File: src/common/mcntrl_pkg.sv
package mcntrl_pkg;

    // local 2-bit command code used inside the encoder ROM
    typedef enum logic [1:0] {
        ENC_NOP       = 2'd0,
        ENC_WRITE     = 2'd1,
        ENC_PRECHARGE = 2'd2,
        ENC_ACTIVATE  = 2'd3
    } enc_cmd_e;

    // RAS/CAS/WE in positive logic
    typedef enum logic [2:0] {
        RCW_NOP       = 3'd0,
        RCW_WRITE     = 3'd3,
        RCW_ACTIVATE  = 3'd4,
        RCW_PRECHARGE = 3'd5
    } rcw_e;

    typedef struct packed {
        logic [14:0] addr;       // row/column, or skip count and done flag on a NOP
        logic [2:0]  bank;
        rcw_e        rcw;
        logic        odt_en;
        logic        cke;        // kept 0
        logic        sel;        // half-cycle select
        logic        dq_en;      // DQ out of tristate
        logic        dqs_en;     // DQS out of tristate
        logic        dqs_toggle;
        logic        dci;        // kept 0
        logic        buf_wr;
        logic        buf_rd;     // pull next data from write buffer
        logic        nop;        // insert one NOP cycle after this word
        logic        buf_rst;    // buffer page advance
    } seq_word_t;

    localparam int CMD_PAUSE_BITS = 10; // skip count field width on NOP words
    localparam int CMD_DONE_BIT   = 10; // end of sequence flag on NOP words

    // AXI byte offsets
    localparam logic [3:0] REG_CTRL     = 4'h0;
    localparam logic [3:0] REG_BANK_ROW = 4'h4;
    localparam logic [3:0] REG_COL_NUM  = 4'h8;
    localparam logic [3:0] REG_STATUS   = 4'hc;

endpackage

File: src/common/enc_req_if.sv
interface enc_req_if #(
    parameter int ADDRESS_NUMBER = 15,
    parameter int COLADDR_NUMBER = 10
);
    logic [2:0]                bank;
    logic [ADDRESS_NUMBER-1:0] row;
    logic [COLADDR_NUMBER-4:0] start_col; // in units of 8 columns
    logic [5:0]                num128;    // bursts of 8, 0 acts as 1
    logic                      start;     // single pulse, fields stable with it

    modport master (output bank, row, start_col, num128, start);
    modport slave (input bank, row, start_col, num128, start);
endinterface

File: src/design/axil_ctrl_regs.sv
module axil_ctrl_regs #(
    parameter int ADDRESS_NUMBER = 15,
    parameter int COLADDR_NUMBER = 10
) (
    input  logic        rst,
    input  logic        clk,
    input  logic [3:0]  s_awaddr,
    input  logic        s_awvalid,
    output logic        s_awready,
    input  logic [31:0] s_wdata,
    input  logic [3:0]  s_wstrb,
    input  logic        s_wvalid,
    output logic        s_wready,
    output logic [1:0]  s_bresp,
    output logic        s_bvalid,
    input  logic        s_bready,
    input  logic [3:0]  s_araddr,
    input  logic        s_arvalid,
    output logic        s_arready,
    output logic [31:0] s_rdata,
    output logic [1:0]  s_rresp,
    output logic        s_rvalid,
    input  logic        s_rready,
    enc_req_if.master   req,
    input  logic        enc_busy,
    input  logic        seq_busy,
    input  logic        seq_done
);
    localparam logic [1:0] RESP_OKAY   = 2'b00;
    localparam logic [1:0] RESP_SLVERR = 2'b10;

    logic [31:0] bank_row_q;
    logic [31:0] col_num_q;
    logic [31:0] wmask;
    logic        start_q;
    logic        run_q;    // start issued, sequencer not finished yet
    logic        done_q;   // sticky
    logic        busy;
    logic        wr_hs;
    logic        rd_hs;
    logic        start_wr;

    assign busy      = start_q | run_q | enc_busy | seq_busy; // covers hand-off gaps too
    assign s_awready = s_awvalid & s_wvalid & ~s_bvalid;      // AW and W taken together
    assign s_wready  = s_awready;
    assign wr_hs     = s_awready;
    assign s_arready = ~s_rvalid;
    assign rd_hs     = s_arvalid & s_arready;
    assign s_rresp   = RESP_OKAY;
    assign start_wr  = wr_hs && (s_awaddr == mcntrl_pkg::REG_CTRL) && s_wstrb[0] && s_wdata[0];
    assign wmask     = {{8{s_wstrb[3]}}, {8{s_wstrb[2]}}, {8{s_wstrb[1]}}, {8{s_wstrb[0]}}};

    assign req.bank      = bank_row_q[18:16];
    assign req.row       = bank_row_q[ADDRESS_NUMBER-1:0];
    assign req.start_col = col_num_q[COLADDR_NUMBER-4:0];
    assign req.num128    = col_num_q[13:8];
    assign req.start     = start_q;

    always_ff @(posedge rst or posedge clk) begin
        if (clk) begin
            bank_row_q <= '0;
            col_num_q  <= '0;
            start_q    <= 1'b0;
            run_q      <= 1'b0;
            done_q     <= 1'b0;
            s_bvalid   <= 1'b0;
            s_bresp    <= RESP_OKAY;
            s_rvalid   <= 1'b0;
        end else begin
            start_q <= start_wr & ~busy; // busy start is dropped
            if (wr_hs && (s_awaddr == mcntrl_pkg::REG_BANK_ROW))
                bank_row_q <= (bank_row_q & ~wmask) | (s_wdata & wmask);
            if (wr_hs && (s_awaddr == mcntrl_pkg::REG_COL_NUM))
                col_num_q <= (col_num_q & ~wmask) | (s_wdata & wmask);

            if (wr_hs) begin
                s_bvalid <= 1'b1;
                s_bresp  <= (start_wr && busy) ? RESP_SLVERR : RESP_OKAY;
            end else if (s_bready) begin
                s_bvalid <= 1'b0;
            end

            if (rd_hs)
                s_rvalid <= 1'b1;
            else if (s_rready)
                s_rvalid <= 1'b0;

            if (start_q)
                run_q <= 1'b1;
            else if (seq_done)
                run_q <= 1'b0;

            if (start_q)
                done_q <= 1'b0;  // next start clears done
            else if (seq_done)
                done_q <= 1'b1;
        end
    end

    always_ff @(posedge rst) begin
        if (rd_hs) begin
            case (s_araddr)
                mcntrl_pkg::REG_BANK_ROW: s_rdata <= bank_row_q;
                mcntrl_pkg::REG_COL_NUM:  s_rdata <= col_num_q;
                mcntrl_pkg::REG_STATUS:   s_rdata <= {30'd0, done_q, busy};
                default:                  s_rdata <= '0; // ctrl reads as 0
            endcase
        end
    end

    // a new sequence never starts on top of a running one
    a_no_start_busy: assert property (@(posedge rst) disable iff (clk)
        req.start |-> !enc_busy && !seq_busy);

endmodule

File: src/cmd_encod/cmd_encod_linear_wr.sv
module cmd_encod_linear_wr #(
    parameter int ADDRESS_NUMBER = 15,
    parameter int COLADDR_NUMBER = 10
) (
    input  logic                  rst,
    input  logic                  clk,
    enc_req_if.slave              req,
    output mcntrl_pkg::seq_word_t enc_cmd,
    output logic                  enc_wr,
    output logic                  enc_done,
    output logic                  enc_busy
);
    typedef enum logic [3:0] {
        ST_ACT, ST_BUF, ST_WR0, ST_DQEN, ST_WRN, ST_TOG, ST_PAUSE1, ST_PRE, ST_PAUSE2, ST_DONE
    } step_e;

    typedef struct packed {
        logic                 done;
        logic                 buf_rst;
        logic [1:0]           skip;
        mcntrl_pkg::enc_cmd_e cmd;
        logic                 odt;
        logic                 sel;
        logic                 dq_en;
        logic                 dqs_en;
        logic                 dqs_toggle;
        logic                 buf_rd;
        logic                 nop;
    } rom_t;

    step_e                     step;
    step_e                     step_nxt;
    rom_t                      rom;
    logic                      run;
    logic [5:0]                cnt;    // writes still to emit
    logic [ADDRESS_NUMBER-1:0] row_q;
    logic [COLADDR_NUMBER-4:0] col_q;
    logic [2:0]                bank_q;
    mcntrl_pkg::seq_word_t     word;

    assign enc_busy = run | enc_wr;

    always_comb begin
        rom = '0;
        case (step)
            ST_ACT: rom.cmd = mcntrl_pkg::ENC_ACTIVATE;
            ST_BUF: rom.buf_rd = 1'b1;  // prefetch first data
            ST_WR0: begin
                rom.cmd    = mcntrl_pkg::ENC_WRITE;
                rom.sel    = 1'b1;
                rom.odt    = 1'b1;
                rom.buf_rd = 1'b1;
            end
            ST_DQEN: begin
                rom.dq_en  = 1'b1;
                rom.dqs_en = 1'b1;
            end
            ST_WRN: begin               // repeated n-1 times
                rom.cmd        = mcntrl_pkg::ENC_WRITE;
                rom.nop        = 1'b1;
                rom.dqs_toggle = 1'b1;
                rom.dq_en      = 1'b1;
                rom.dqs_en     = 1'b1;
                rom.odt        = 1'b1;
            end
            ST_TOG: begin
                rom.skip       = 2'd2;
                rom.dqs_toggle = 1'b1;
            end
            ST_PAUSE1: rom.skip = 2'd2;
            ST_PRE: begin
                rom.cmd     = mcntrl_pkg::ENC_PRECHARGE;
                rom.buf_rst = 1'b1;
            end
            ST_PAUSE2: rom.skip = 2'd2;
            default:   rom.done = 1'b1;
        endcase
    end

    always_comb begin
        case (step)
            ST_DQEN: step_nxt = (cnt != 6'd0) ? ST_WRN : ST_TOG; // n==1 skips the loop
            ST_WRN:  step_nxt = (cnt == 6'd1) ? ST_TOG : ST_WRN;
            ST_DONE: step_nxt = ST_DONE;
            default: step_nxt = step_e'(step + 4'd1);
        endcase
    end

    always_comb begin
        word            = '0;
        word.bank       = bank_q;
        word.odt_en     = rom.odt;
        word.sel        = rom.sel;
        word.dq_en      = rom.dq_en;
        word.dqs_en     = rom.dqs_en;
        word.dqs_toggle = rom.dqs_toggle;
        word.buf_rd     = rom.buf_rd;
        word.buf_rst    = rom.buf_rst;
        word.nop        = rom.nop;
        case (rom.cmd)
            mcntrl_pkg::ENC_NOP: begin          // addr carries skip and done
                word.rcw = mcntrl_pkg::RCW_NOP;
                word.addr[mcntrl_pkg::CMD_PAUSE_BITS-1:0] =
                    {{(mcntrl_pkg::CMD_PAUSE_BITS-2){1'b0}}, rom.skip};
                word.addr[mcntrl_pkg::CMD_DONE_BIT] = rom.done;
            end
            mcntrl_pkg::ENC_WRITE: begin
                word.rcw  = mcntrl_pkg::RCW_WRITE;
                word.addr = {{(ADDRESS_NUMBER-COLADDR_NUMBER){1'b0}}, col_q, 3'b000};
            end
            mcntrl_pkg::ENC_PRECHARGE: begin
                word.rcw  = mcntrl_pkg::RCW_PRECHARGE;
                word.addr = row_q;
            end
            default: begin
                word.rcw  = mcntrl_pkg::RCW_ACTIVATE;
                word.addr = row_q;
            end
        endcase
    end

    always_ff @(posedge rst or posedge clk) begin
        if (clk) begin
            run      <= 1'b0;
            step     <= ST_ACT;
            cnt      <= '0;
            enc_wr   <= 1'b0;
            enc_done <= 1'b0;
        end else begin
            if (req.start) begin
                run  <= 1'b1;
                step <= ST_ACT;
                cnt  <= (req.num128 == 6'd0) ? 6'd1 : req.num128;
            end else if (run) begin
                step <= step_nxt;
                if (step == ST_WR0 || step == ST_WRN)
                    cnt <= cnt - 6'd1;
                if (step == ST_DONE)
                    run <= 1'b0;
            end
            enc_wr <= run;  // word of this step is registered alongside
            if (req.start)
                enc_done <= 1'b0;
            else if (enc_wr && !run)
                enc_done <= 1'b1;  // after last word
        end
    end

    always_ff @(posedge rst) begin
        if (req.start) begin
            row_q  <= req.row;
            col_q  <= req.start_col;
            bank_q <= req.bank;
        end
        enc_cmd <= word;
    end

    // words only follow a start two cycles earlier
    a_wr_after_start: assert property (@(posedge rst) disable iff (clk)
        $rose(enc_wr) |-> $past(req.start, 2));

endmodule

File: src/design/cmd_seq_mem.sv
module cmd_seq_mem #(
    parameter int SEQ_DEPTH_LOG = 6
) (
    input  logic                     rst,
    input  logic                     clk,
    input  mcntrl_pkg::seq_word_t    enc_cmd,
    input  logic                     enc_wr,
    input  logic                     enc_done,
    input  logic [SEQ_DEPTH_LOG-1:0] rd_addr,
    output mcntrl_pkg::seq_word_t    rd_data,
    output logic                     seq_start
);
    mcntrl_pkg::seq_word_t    mem [2**SEQ_DEPTH_LOG];
    logic [SEQ_DEPTH_LOG-1:0] wr_ptr;
    logic                     done_d;
    logic                     done_rise;

    assign done_rise = enc_done & ~done_d;

    always_ff @(posedge rst or posedge clk) begin
        if (clk) begin
            wr_ptr    <= '0;
            done_d    <= 1'b0;
            seq_start <= 1'b0;
        end else begin
            done_d    <= enc_done;
            seq_start <= done_rise;
            if (done_rise)
                wr_ptr <= '0;  // rearm, next sequence lands at 0
            else if (enc_wr)
                wr_ptr <= wr_ptr + 1'b1;
        end
    end

    always_ff @(posedge rst) begin
        if (enc_wr)
            mem[wr_ptr] <= enc_cmd;
        rd_data <= mem[rd_addr]; // one cycle read latency
    end

    // last slot filled, another write would wrap over word 0
    a_no_overflow: assert property (@(posedge rst) disable iff (clk)
        enc_wr && (&wr_ptr) |=> !enc_wr);

endmodule

File: src/design/cmd_sequencer.sv
module cmd_sequencer #(
    parameter int SEQ_DEPTH_LOG = 6
) (
    input  logic                     rst,
    input  logic                     clk,
    input  logic                     seq_start,
    output logic [SEQ_DEPTH_LOG-1:0] rd_addr,
    input  mcntrl_pkg::seq_word_t    rd_data,
    output logic                     seq_busy,
    output logic                     seq_done,
    output logic [14:0]              ddr_addr,
    output logic [2:0]               ddr_ba,
    output mcntrl_pkg::rcw_e         ddr_rcw,
    output logic                     ddr_odt,
    output logic                     ddr_dq_en,
    output logic                     ddr_dqs_en,
    output logic                     ddr_dqs_toggle,
    output logic                     ddr_buf_rd,
    output logic                     ddr_buf_rst,
    output logic                     ddr_cmd_valid
);
    typedef enum logic [2:0] {IDLE, FETCH, ISSUE, PAUSE, EXTRA_NOP} seq_state_e;

    seq_state_e                            state;
    seq_state_e                            nxt;
    mcntrl_pkg::seq_word_t                 hold_q;   // word kept through pause and NOP
    mcntrl_pkg::seq_word_t                 cur;
    logic [mcntrl_pkg::CMD_PAUSE_BITS-1:0] skip;
    logic [mcntrl_pkg::CMD_PAUSE_BITS-1:0] skip_cnt;
    logic                                  is_nop;
    logic                                  is_done;
    logic                                  issue;

    assign issue   = (state == ISSUE);
    assign cur     = issue ? rd_data : hold_q;
    assign is_nop  = (rd_data.rcw == mcntrl_pkg::RCW_NOP);
    assign is_done = is_nop && rd_data.addr[mcntrl_pkg::CMD_DONE_BIT];
    assign skip    = rd_data.addr[mcntrl_pkg::CMD_PAUSE_BITS-1:0];

    always_comb begin
        nxt = state;
        case (state)
            IDLE:  if (seq_start) nxt = FETCH;
            FETCH: nxt = ISSUE;  // wait out read latency
            ISSUE: begin
                if (is_done)
                    nxt = IDLE;
                else if (is_nop && skip != '0)
                    nxt = PAUSE;
                else if (rd_data.nop)
                    nxt = EXTRA_NOP;
                else
                    nxt = ISSUE;
            end
            PAUSE:     if (skip_cnt == 1) nxt = ISSUE;
            EXTRA_NOP: nxt = ISSUE;
            default:   nxt = IDLE;
        endcase
    end

    always_ff @(posedge rst or posedge clk) begin
        if (clk) begin
            state    <= IDLE;
            rd_addr  <= '0;
            skip_cnt <= '0;
            seq_done <= 1'b0;
        end else begin
            state    <= nxt;
            seq_done <= issue && is_done;
            if (state == IDLE && seq_start)
                rd_addr <= '0;
            else if (nxt == ISSUE)
                rd_addr <= rd_addr + 1'b1;  // prefetch the word after the one entering issue
            if (issue)
                skip_cnt <= skip;
            else if (state == PAUSE)
                skip_cnt <= skip_cnt - 1'b1;
        end
    end

    always_ff @(posedge rst) begin
        if (issue)
            hold_q <= rd_data;
    end

    assign seq_busy       = (state != IDLE);
    assign ddr_rcw        = issue ? cur.rcw : mcntrl_pkg::RCW_NOP; // pause and extra NOP idle the bus
    assign ddr_cmd_valid  = issue && (cur.rcw != mcntrl_pkg::RCW_NOP);
    assign ddr_addr       = cur.addr;
    assign ddr_ba         = cur.bank;
    assign ddr_odt        = cur.odt_en;
    assign ddr_dq_en      = cur.dq_en;
    assign ddr_dqs_en     = cur.dqs_en;
    assign ddr_dqs_toggle = cur.dqs_toggle;
    assign ddr_buf_rd     = issue && cur.buf_rd;   // buffer strobes once per word
    assign ddr_buf_rst    = issue && cur.buf_rst;

endmodule

File: src/design/mcntrl_top.sv
module mcntrl_top #(
    parameter int ADDRESS_NUMBER = 15,
    parameter int COLADDR_NUMBER = 10,
    parameter int SEQ_DEPTH_LOG  = 6
) (
    input  logic             rst,
    input  logic             clk,
    input  logic [3:0]       s_awaddr,
    input  logic             s_awvalid,
    output logic             s_awready,
    input  logic [31:0]      s_wdata,
    input  logic [3:0]       s_wstrb,
    input  logic             s_wvalid,
    output logic             s_wready,
    output logic [1:0]       s_bresp,
    output logic             s_bvalid,
    input  logic             s_bready,
    input  logic [3:0]       s_araddr,
    input  logic             s_arvalid,
    output logic             s_arready,
    output logic [31:0]      s_rdata,
    output logic [1:0]       s_rresp,
    output logic             s_rvalid,
    input  logic             s_rready,
    output logic [14:0]      ddr_addr,
    output logic [2:0]       ddr_ba,
    output mcntrl_pkg::rcw_e ddr_rcw,
    output logic             ddr_odt,
    output logic             ddr_dq_en,
    output logic             ddr_dqs_en,
    output logic             ddr_dqs_toggle,
    output logic             ddr_buf_rd,
    output logic             ddr_buf_rst,
    output logic             ddr_cmd_valid
);
    mcntrl_pkg::seq_word_t    enc_cmd;
    mcntrl_pkg::seq_word_t    rd_data;
    logic                     enc_wr;
    logic                     enc_done;
    logic                     enc_busy;
    logic [SEQ_DEPTH_LOG-1:0] rd_addr;
    logic                     seq_start;
    logic                     seq_busy;
    logic                     seq_done;

    enc_req_if #(.ADDRESS_NUMBER(ADDRESS_NUMBER), .COLADDR_NUMBER(COLADDR_NUMBER)) req_if ();

    axil_ctrl_regs #(.ADDRESS_NUMBER(ADDRESS_NUMBER), .COLADDR_NUMBER(COLADDR_NUMBER)) u_regs (
        .rst(rst), .clk(clk),
        .s_awaddr(s_awaddr), .s_awvalid(s_awvalid), .s_awready(s_awready),
        .s_wdata(s_wdata), .s_wstrb(s_wstrb), .s_wvalid(s_wvalid), .s_wready(s_wready),
        .s_bresp(s_bresp), .s_bvalid(s_bvalid), .s_bready(s_bready),
        .s_araddr(s_araddr), .s_arvalid(s_arvalid), .s_arready(s_arready),
        .s_rdata(s_rdata), .s_rresp(s_rresp), .s_rvalid(s_rvalid), .s_rready(s_rready),
        .req(req_if.master),
        .enc_busy(enc_busy), .seq_busy(seq_busy), .seq_done(seq_done)
    );

    cmd_encod_linear_wr #(
        .ADDRESS_NUMBER(ADDRESS_NUMBER),
        .COLADDR_NUMBER(COLADDR_NUMBER)
    ) u_enc (
        .rst(rst), .clk(clk), .req(req_if.slave),
        .enc_cmd(enc_cmd), .enc_wr(enc_wr), .enc_done(enc_done), .enc_busy(enc_busy)
    );

    cmd_seq_mem #(.SEQ_DEPTH_LOG(SEQ_DEPTH_LOG)) u_mem (
        .rst(rst), .clk(clk),
        .enc_cmd(enc_cmd), .enc_wr(enc_wr), .enc_done(enc_done),
        .rd_addr(rd_addr), .rd_data(rd_data), .seq_start(seq_start)
    );

    cmd_sequencer #(.SEQ_DEPTH_LOG(SEQ_DEPTH_LOG)) u_seq (
        .rst(rst), .clk(clk),
        .seq_start(seq_start), .rd_addr(rd_addr), .rd_data(rd_data),
        .seq_busy(seq_busy), .seq_done(seq_done),
        .ddr_addr(ddr_addr), .ddr_ba(ddr_ba), .ddr_rcw(ddr_rcw), .ddr_odt(ddr_odt),
        .ddr_dq_en(ddr_dq_en), .ddr_dqs_en(ddr_dqs_en), .ddr_dqs_toggle(ddr_dqs_toggle),
        .ddr_buf_rd(ddr_buf_rd), .ddr_buf_rst(ddr_buf_rst), .ddr_cmd_valid(ddr_cmd_valid)
    );

endmodule

File: config.mk
export PLATFORM = sky130hd
export DESIGN_NAME = mcntrl_top
export DESIGN_NICKNAME = d
export VERILOG_FILES = /design/src/common/mcntrl_pkg.sv /design/src/common/enc_req_if.sv /design/src/design/axil_ctrl_regs.sv /design/src/cmd_encod/cmd_encod_linear_wr.sv /design/src/design/cmd_seq_mem.sv /design/src/design/cmd_sequencer.sv /design/src/design/mcntrl_top.sv
export SDC_FILE = /design/constraint.sdc
export NUM_CORES = 2
export LEC_CHECK = 0
export ABC_AREA = 1
export BUFFER_PORTS_ARGS = -buffer_cell sky130_fd_sc_hd__buf_2
export CORE_MARGIN = 1
export CORE_UTILIZATION = 55
export DETAILED_ROUTE_END_ITERATION = 12
export GPL_TIMING_DRIVEN = 1
export PLACE_DENSITY_LB_ADDON = 0.12
export SYNTH_ARGS = -nofsm -noshare
export SYNTH_HDL_FRONTEND = slang
export SYNTH_HIERARCHICAL = 1
export SYNTH_SLANG_ARGS = --single-unit
File: constraint.sdc
create_clock -name rst -period 3.9 [get_ports rst]
set_clock_uncertainty 0.15 [all_clocks]
set_input_delay 0.195 -clock rst [delete_from_list [all_inputs] [get_ports rst]]
set_output_delay 0.195 -clock rst [all_outputs]
set_load 0.1 [all_outputs]
* Yosys cells after proc, flatten, opt, wreduce, memory -nomap -nowiden
Memories as Yosys holds them, arrays and structs flattened. A register that Yosys moved wholly into a read port is not among the register bits. Cells that the tools add are included.
Word-level totals: logic and storage cells 197, memories kept 1, bits of input ports 51, output and inout bits 69, memory bits (writable) 1856, bits in registers 233
Memory list:
- u_mem.mem | depth 64, width 29, read ports 1, clocked after Yosys merged registers in 1, write ports 1, RTL line cmd_seq_mem.sv:13 | mcntrl_pkg::seq_word_t mem [2**SEQ_DEPTH_LOG];
Operators by class: add/subtract/negate cells 5, reduce and logical (&&, ||, !) cells 44, bitwise gates (word level) 19, eq/ne operators 23, multiplexer cells 52
Operator list (count):
- $and A32 B32 Y32 | 3
- $pmux W32 S3 | 1
- $or A32 B32 Y32 | 2
- $mux W6 | 8
- $mux W32 | 1
- $not A32 Y32 | 1
- $eq A4 B3 Y1 const B | 6
- $mux W1 | 24
- $pmux W11 S2 | 1
- $eq A4 B4 Y1 const B | 5
- $mux W10 | 2
- $mux W3 | 6
- $reduce_bool A2 Y1 | 9
- $logic_and A1 B1 Y1 | 14
- $add A6 B1 Y6 const B | 2
- $pmux W3 S4 | 1
- $pmux W4 S3 | 1
- $reduce_or A2 Y1 | 6
- $eq A10 B1 Y1 const B | 1
- $reduce_bool A10 Y1 | 1
- $sub A10 B1 Y10 const B | 1
- $eq A3 B2 Y1 const B | 3
- $pmux W3 S3 | 1
- $reduce_or A9 Y1 | 1
- other kinds (25) | 42

* Logic depth before layout (Yosys ltp)
word-level depth 8, depth in mapped cells 13, gate-level depth less buffers 12

* Modules after synthesis
The synthesis kept the hierarchy.
By module, submodules not included:
- cmd_seq_mem | times used 1, area an instance 83216.1 um2, cells an instance 6794, sequential area each 62339.8 um2
- axil_ctrl_regs | times used 1, area an instance 4792.1 um2, cells an instance 511, sequential area each 2712.6 um2
- cmd_encod_linear_wr | times used 1, area an instance 2556.2 um2, cells an instance 232, sequential area each 1636.6 um2
- cmd_sequencer | times used 1, area an instance 2219.6 um2, cells an instance 287, sequential area each 1001.0 um2

* Least setup slack after synthesis
Ideal clock, no wire load.
path kind reg-to-reg, start register u_mem.wr_ptr[4], end memory u_mem/mem[15][0] (netlist name), enable pin, library setup time 461 ps, data arrival time 2986 ps, cell stages (with the launch flop) 4, period minus slack after synthesis 3597 ps, setup slack 303 ps, path through dfrtp_1 -> nor2_1 -> nand2_1 -> nor3_1
RTL lines:
- start: declaration | RTL line cmd_seq_mem.sv:14 | logic [SEQ_DEPTH_LOG-1:0] wr_ptr;
- start signal: assignment | RTL line cmd_seq_mem.sv:31 | wr_ptr <= wr_ptr + 1'b1;
- end: declaration | RTL line cmd_seq_mem.sv:13
No word-level cell before the write port.

* Worst setup path after layout
start register u_seq.state[1], end output ddr_addr[6]
On the way: cells in the longest elaborated chain, start to end 2
Ends and longest elaborated chain:
- start: declaration | RTL line cmd_sequencer.sv:24 | seq_state_e state;
- start signal: assignment | RTL line cmd_sequencer.sv:68 | state <= nxt;
- $eq A3 B2 Y1 | RTL line cmd_sequencer.sv:34 | assign issue = (state == ISSUE);
- $mux W32 | RTL line cmd_sequencer.sv:35 | assign cur = issue ? rd_data : hold_q;
- end: declaration | RTL line mcntrl_top.sv:25 | output logic [14:0] ddr_addr,
Every way passes these cells.

==> flow_summary.yaml <==
timing:
  worst_pin_slew_ns: 1.23
  hold_viol: 0
  maxSlewHeadroom: 0.183
  slew_viol_final: 0
  period_minus_slack_ns: 3.70
  rsz0062_at_grt: "false"
  finalCritPeriodShare: 0.948
  setup_violations: 0
  fin_setup_tns_ns: 0
  fmax_ghz: 0.270
  worst_hold_slack_ns: 0.0404
yosys:
  ys_warn_count: 6
  synth_cells: 7039
  synth.avg_cell_area_um2: 11.8
  netlist_area_um2: 82700
route:
  ant_nets: 0
  drtIter0Drc: 6832
  via_count: 55100
  vias_per_cell: 5.91
  drt-total-wl_um: 233000
  drc: 0
  drt-wirelength-per-cell_um: 25.0
  drtPass1Iterations: 6
setup_path:
  worst_r2r_path_depth: 11
  end_kind: "primary output"
  required_ns: 3.56
  cp-start-kind: "register"
  rrSetupSlack_ns: 0.63
  cp_slowest_cell: "nor2_2"
  critical_path_class: "register to primary output"
  worstPathCellList: "inv_2 > nor2_2 > nand2_4 > clkinvlp_4 > nand2_1 > nand2_1 > buf_2"
  critical_path_peak_fanout: 41
  crit_cells: 7
  rr_endpoint: "u_mem/rd_data[23]"
  path_common_cell: "nand2_1"
  reg2reg_from: "u_seq/rd_addr[0]"
  critPathArrivalTime_ns: 3.35
  crit_family: "simple AND/OR/NAND/NOR gates"
  crit_buf_inv: 3
  slowest_delay_ns: 0.46
power_and_ir_drop:
  fin_total_pwr_mw: 67.3
  power_frac_seq: 0.431
  power_leakage_nw: 34.3
  p_sw_frac: 0.378
  irDropWorstVdd_v: 0.000728
  intPower_mw: 41.9
  combPwrFrac: 0.295
  powerDensity_nw_per_um2: 725
  p_sw_mw: 25.4
  clockPowerShare: 0.273
floorplan:
  die_height_um: 390
  core_um2: 149000
  start_util: 0.557
  row_count: 141
  die-area_um2: 152000
  boundaryPins: 120
  dieWidth_um: 390
global_routing:
  antenna_found_initial: 5
  grt.overflow.total: 0
  grt_first_pass_wirelength_um: 343000
  grt_pass1_vias: 52300
  grt_max_degree: 152
  track_usage: 0.306
outcome:
  outcome: "finished clean"
layout:
  seqCellArea_um2: 60000
  layout-area-overhead-vs-synth_pct: 12.1
  finalNetCount: 7212
  utilization: 0.624
  multi_input_area_um2: 19800
  drive_gt1_frac: 0.101
  fillers: 11500
cts:
  cts_tree: "done"
  root_buffer: "clkbuf_16"
  cts_setup_buffers: 0
  cts-buffers-inserted: 200
  cts.sinks: 2040
  ctsHtreeMaxLevel: 4
  clock_latency_ns: 0.82
  clkTransAtPathRegs_ns: 0.06
  cts_buffer_depth: 3
place:
  routabilityCongestion: 0.872
  port_buffers: 116
  hpwlAfterDp_um: 132000
run:
  cap_violations: 0
worst_hold_path:
  holdPathStages: 4
  hp-class: "input pin to register"
  worstHoldStart: "s_wdata[24]"
state kept, by name (all words and copies together), names as in the netlist, 3 cells and up, named ones only:
register and count:
u_enc/row_q 15, u_enc/col_q 7, u_seq/state 3, u_regs/s_rdata 32
u_enc/bank_q 3, u_enc/step 4, u_enc/cnt 6, u_mem/wr_ptr 6
u_seq/skip_cnt 10, u_seq/hold_q 25, u_mem/mem 1792, u_mem/rd_data 28
u_enc/enc_cmd 27, u_seq/rd_addr 6
cell type report:
| cell class | count | area share |
|---|---|---|
| Antenna cell | 6 | 0.000162 |
| Timing Repair Buffer | 448 | 0.0415 |
| Multi-Input combinational cell | 4364 | 0.214 |
| Tap cell | 2002 | 0.0270 |
| Sequential cell | 2040 | 0.647 |
| Clock buffer | 267 | 0.0593 |
| Clock inverter | 107 | 0.00749 |
| Inverter | 91 | 0.00409 |
worst max path at each step:
| stage | startpoint | to | slack [ns] |
|---|---|---|---|
| 2_1_floorplan | u_mem/wr_ptr[4] | u_mem/mem[15][0] | 0.59 |
| 4_1_cts | u_seq/state[1] | ddr_addr[6] | 0.02 |
| 6_report | u_seq/state[1] | ddr_addr[6] | 0.20 |
| 3_3_place_gp | u_seq/rd_addr[0] | u_mem/rd_data[20] | 0.66 |
| 5_1_grt | u_seq/state[1] | ddr_addr[2] | 0.001 |
| 3_5_place_dp | u_seq/rd_addr[0] | u_mem/rd_data[23] | 0.63 |
layout by cell type (no fill, tap or decap), types with 7 or more instances in the layout:
master         count
nor2_1            63
nand3_1         1797
edfxtp_1        1849
nor2_4            68
dfrtp_1          106
nand3_2           10
buf_2            116
dfxtp_1           53
nand2_1         2248
clkbuf_1          53
o21ai_0           13
a21oi_1           10
nand4_1           73
ha_1              16
clkbuf_16        209
a22o_1             7
buf_4            175
clkinv_1          57
clkinv_2          35
buf_12            38
inv_1             79
dfxtp_2           23
bufinv_16          7
dlygate4sd3_1    119
repair_timing:
action / CTS / global route
resized for setup: 0 / 1
hold buffers: 122 / 0
hold endpoints to repair: 212 / 0
endpoints found under the setup margin: 0 / 21
worst reg2reg max path: stages (launching register included):
cell,delay (ns)
dfrtp_4,0.61
inv_16,0.36
buf_12,0.36
buf_4,0.34
nand2_1,0.10
nand3_1,0.09
nand3_1,0.09
nand3_1,0.19
nand3_1,0.35
nand2_1,0.24
nand2_1,0.21
nand2_1,0.12
routing by layer:
layer,vias up,wire [um],global-route usage
li1,24900,-,-
met1,27200,93600,0.424
met2,2574,110000,0.487
met3,422,18800,0.0445
met4,2,10900,0.134
met5,-,13,0
power by group through the flow:
stage               Sequential [mW]  Combinational (mW)  Clock (mW)
finish                         29.0                19.9        18.4
global route                   29.1                21.3        19.4
CTS                            29.0                19.7        18.6
detailed placement             29.5                19.5           0
global placement               29.4                19.3           0
floorplan                      28.4                13.3           0
stage by stage:
stage / instance area (um^2) / std cells / worst slack (ns)
global placement: 85300 / 8823 / 0.656
global route: 92700 / 9319 / 0.00119
finish: 92700 / 9325 / 0.202
CTS: 92700 / 9319 / 0.0160
floorplan: 82700 / 7041 / 0.586
detailed placement: 85300 / 8823 / 0.627
Power figures use the tool's default switching activity.
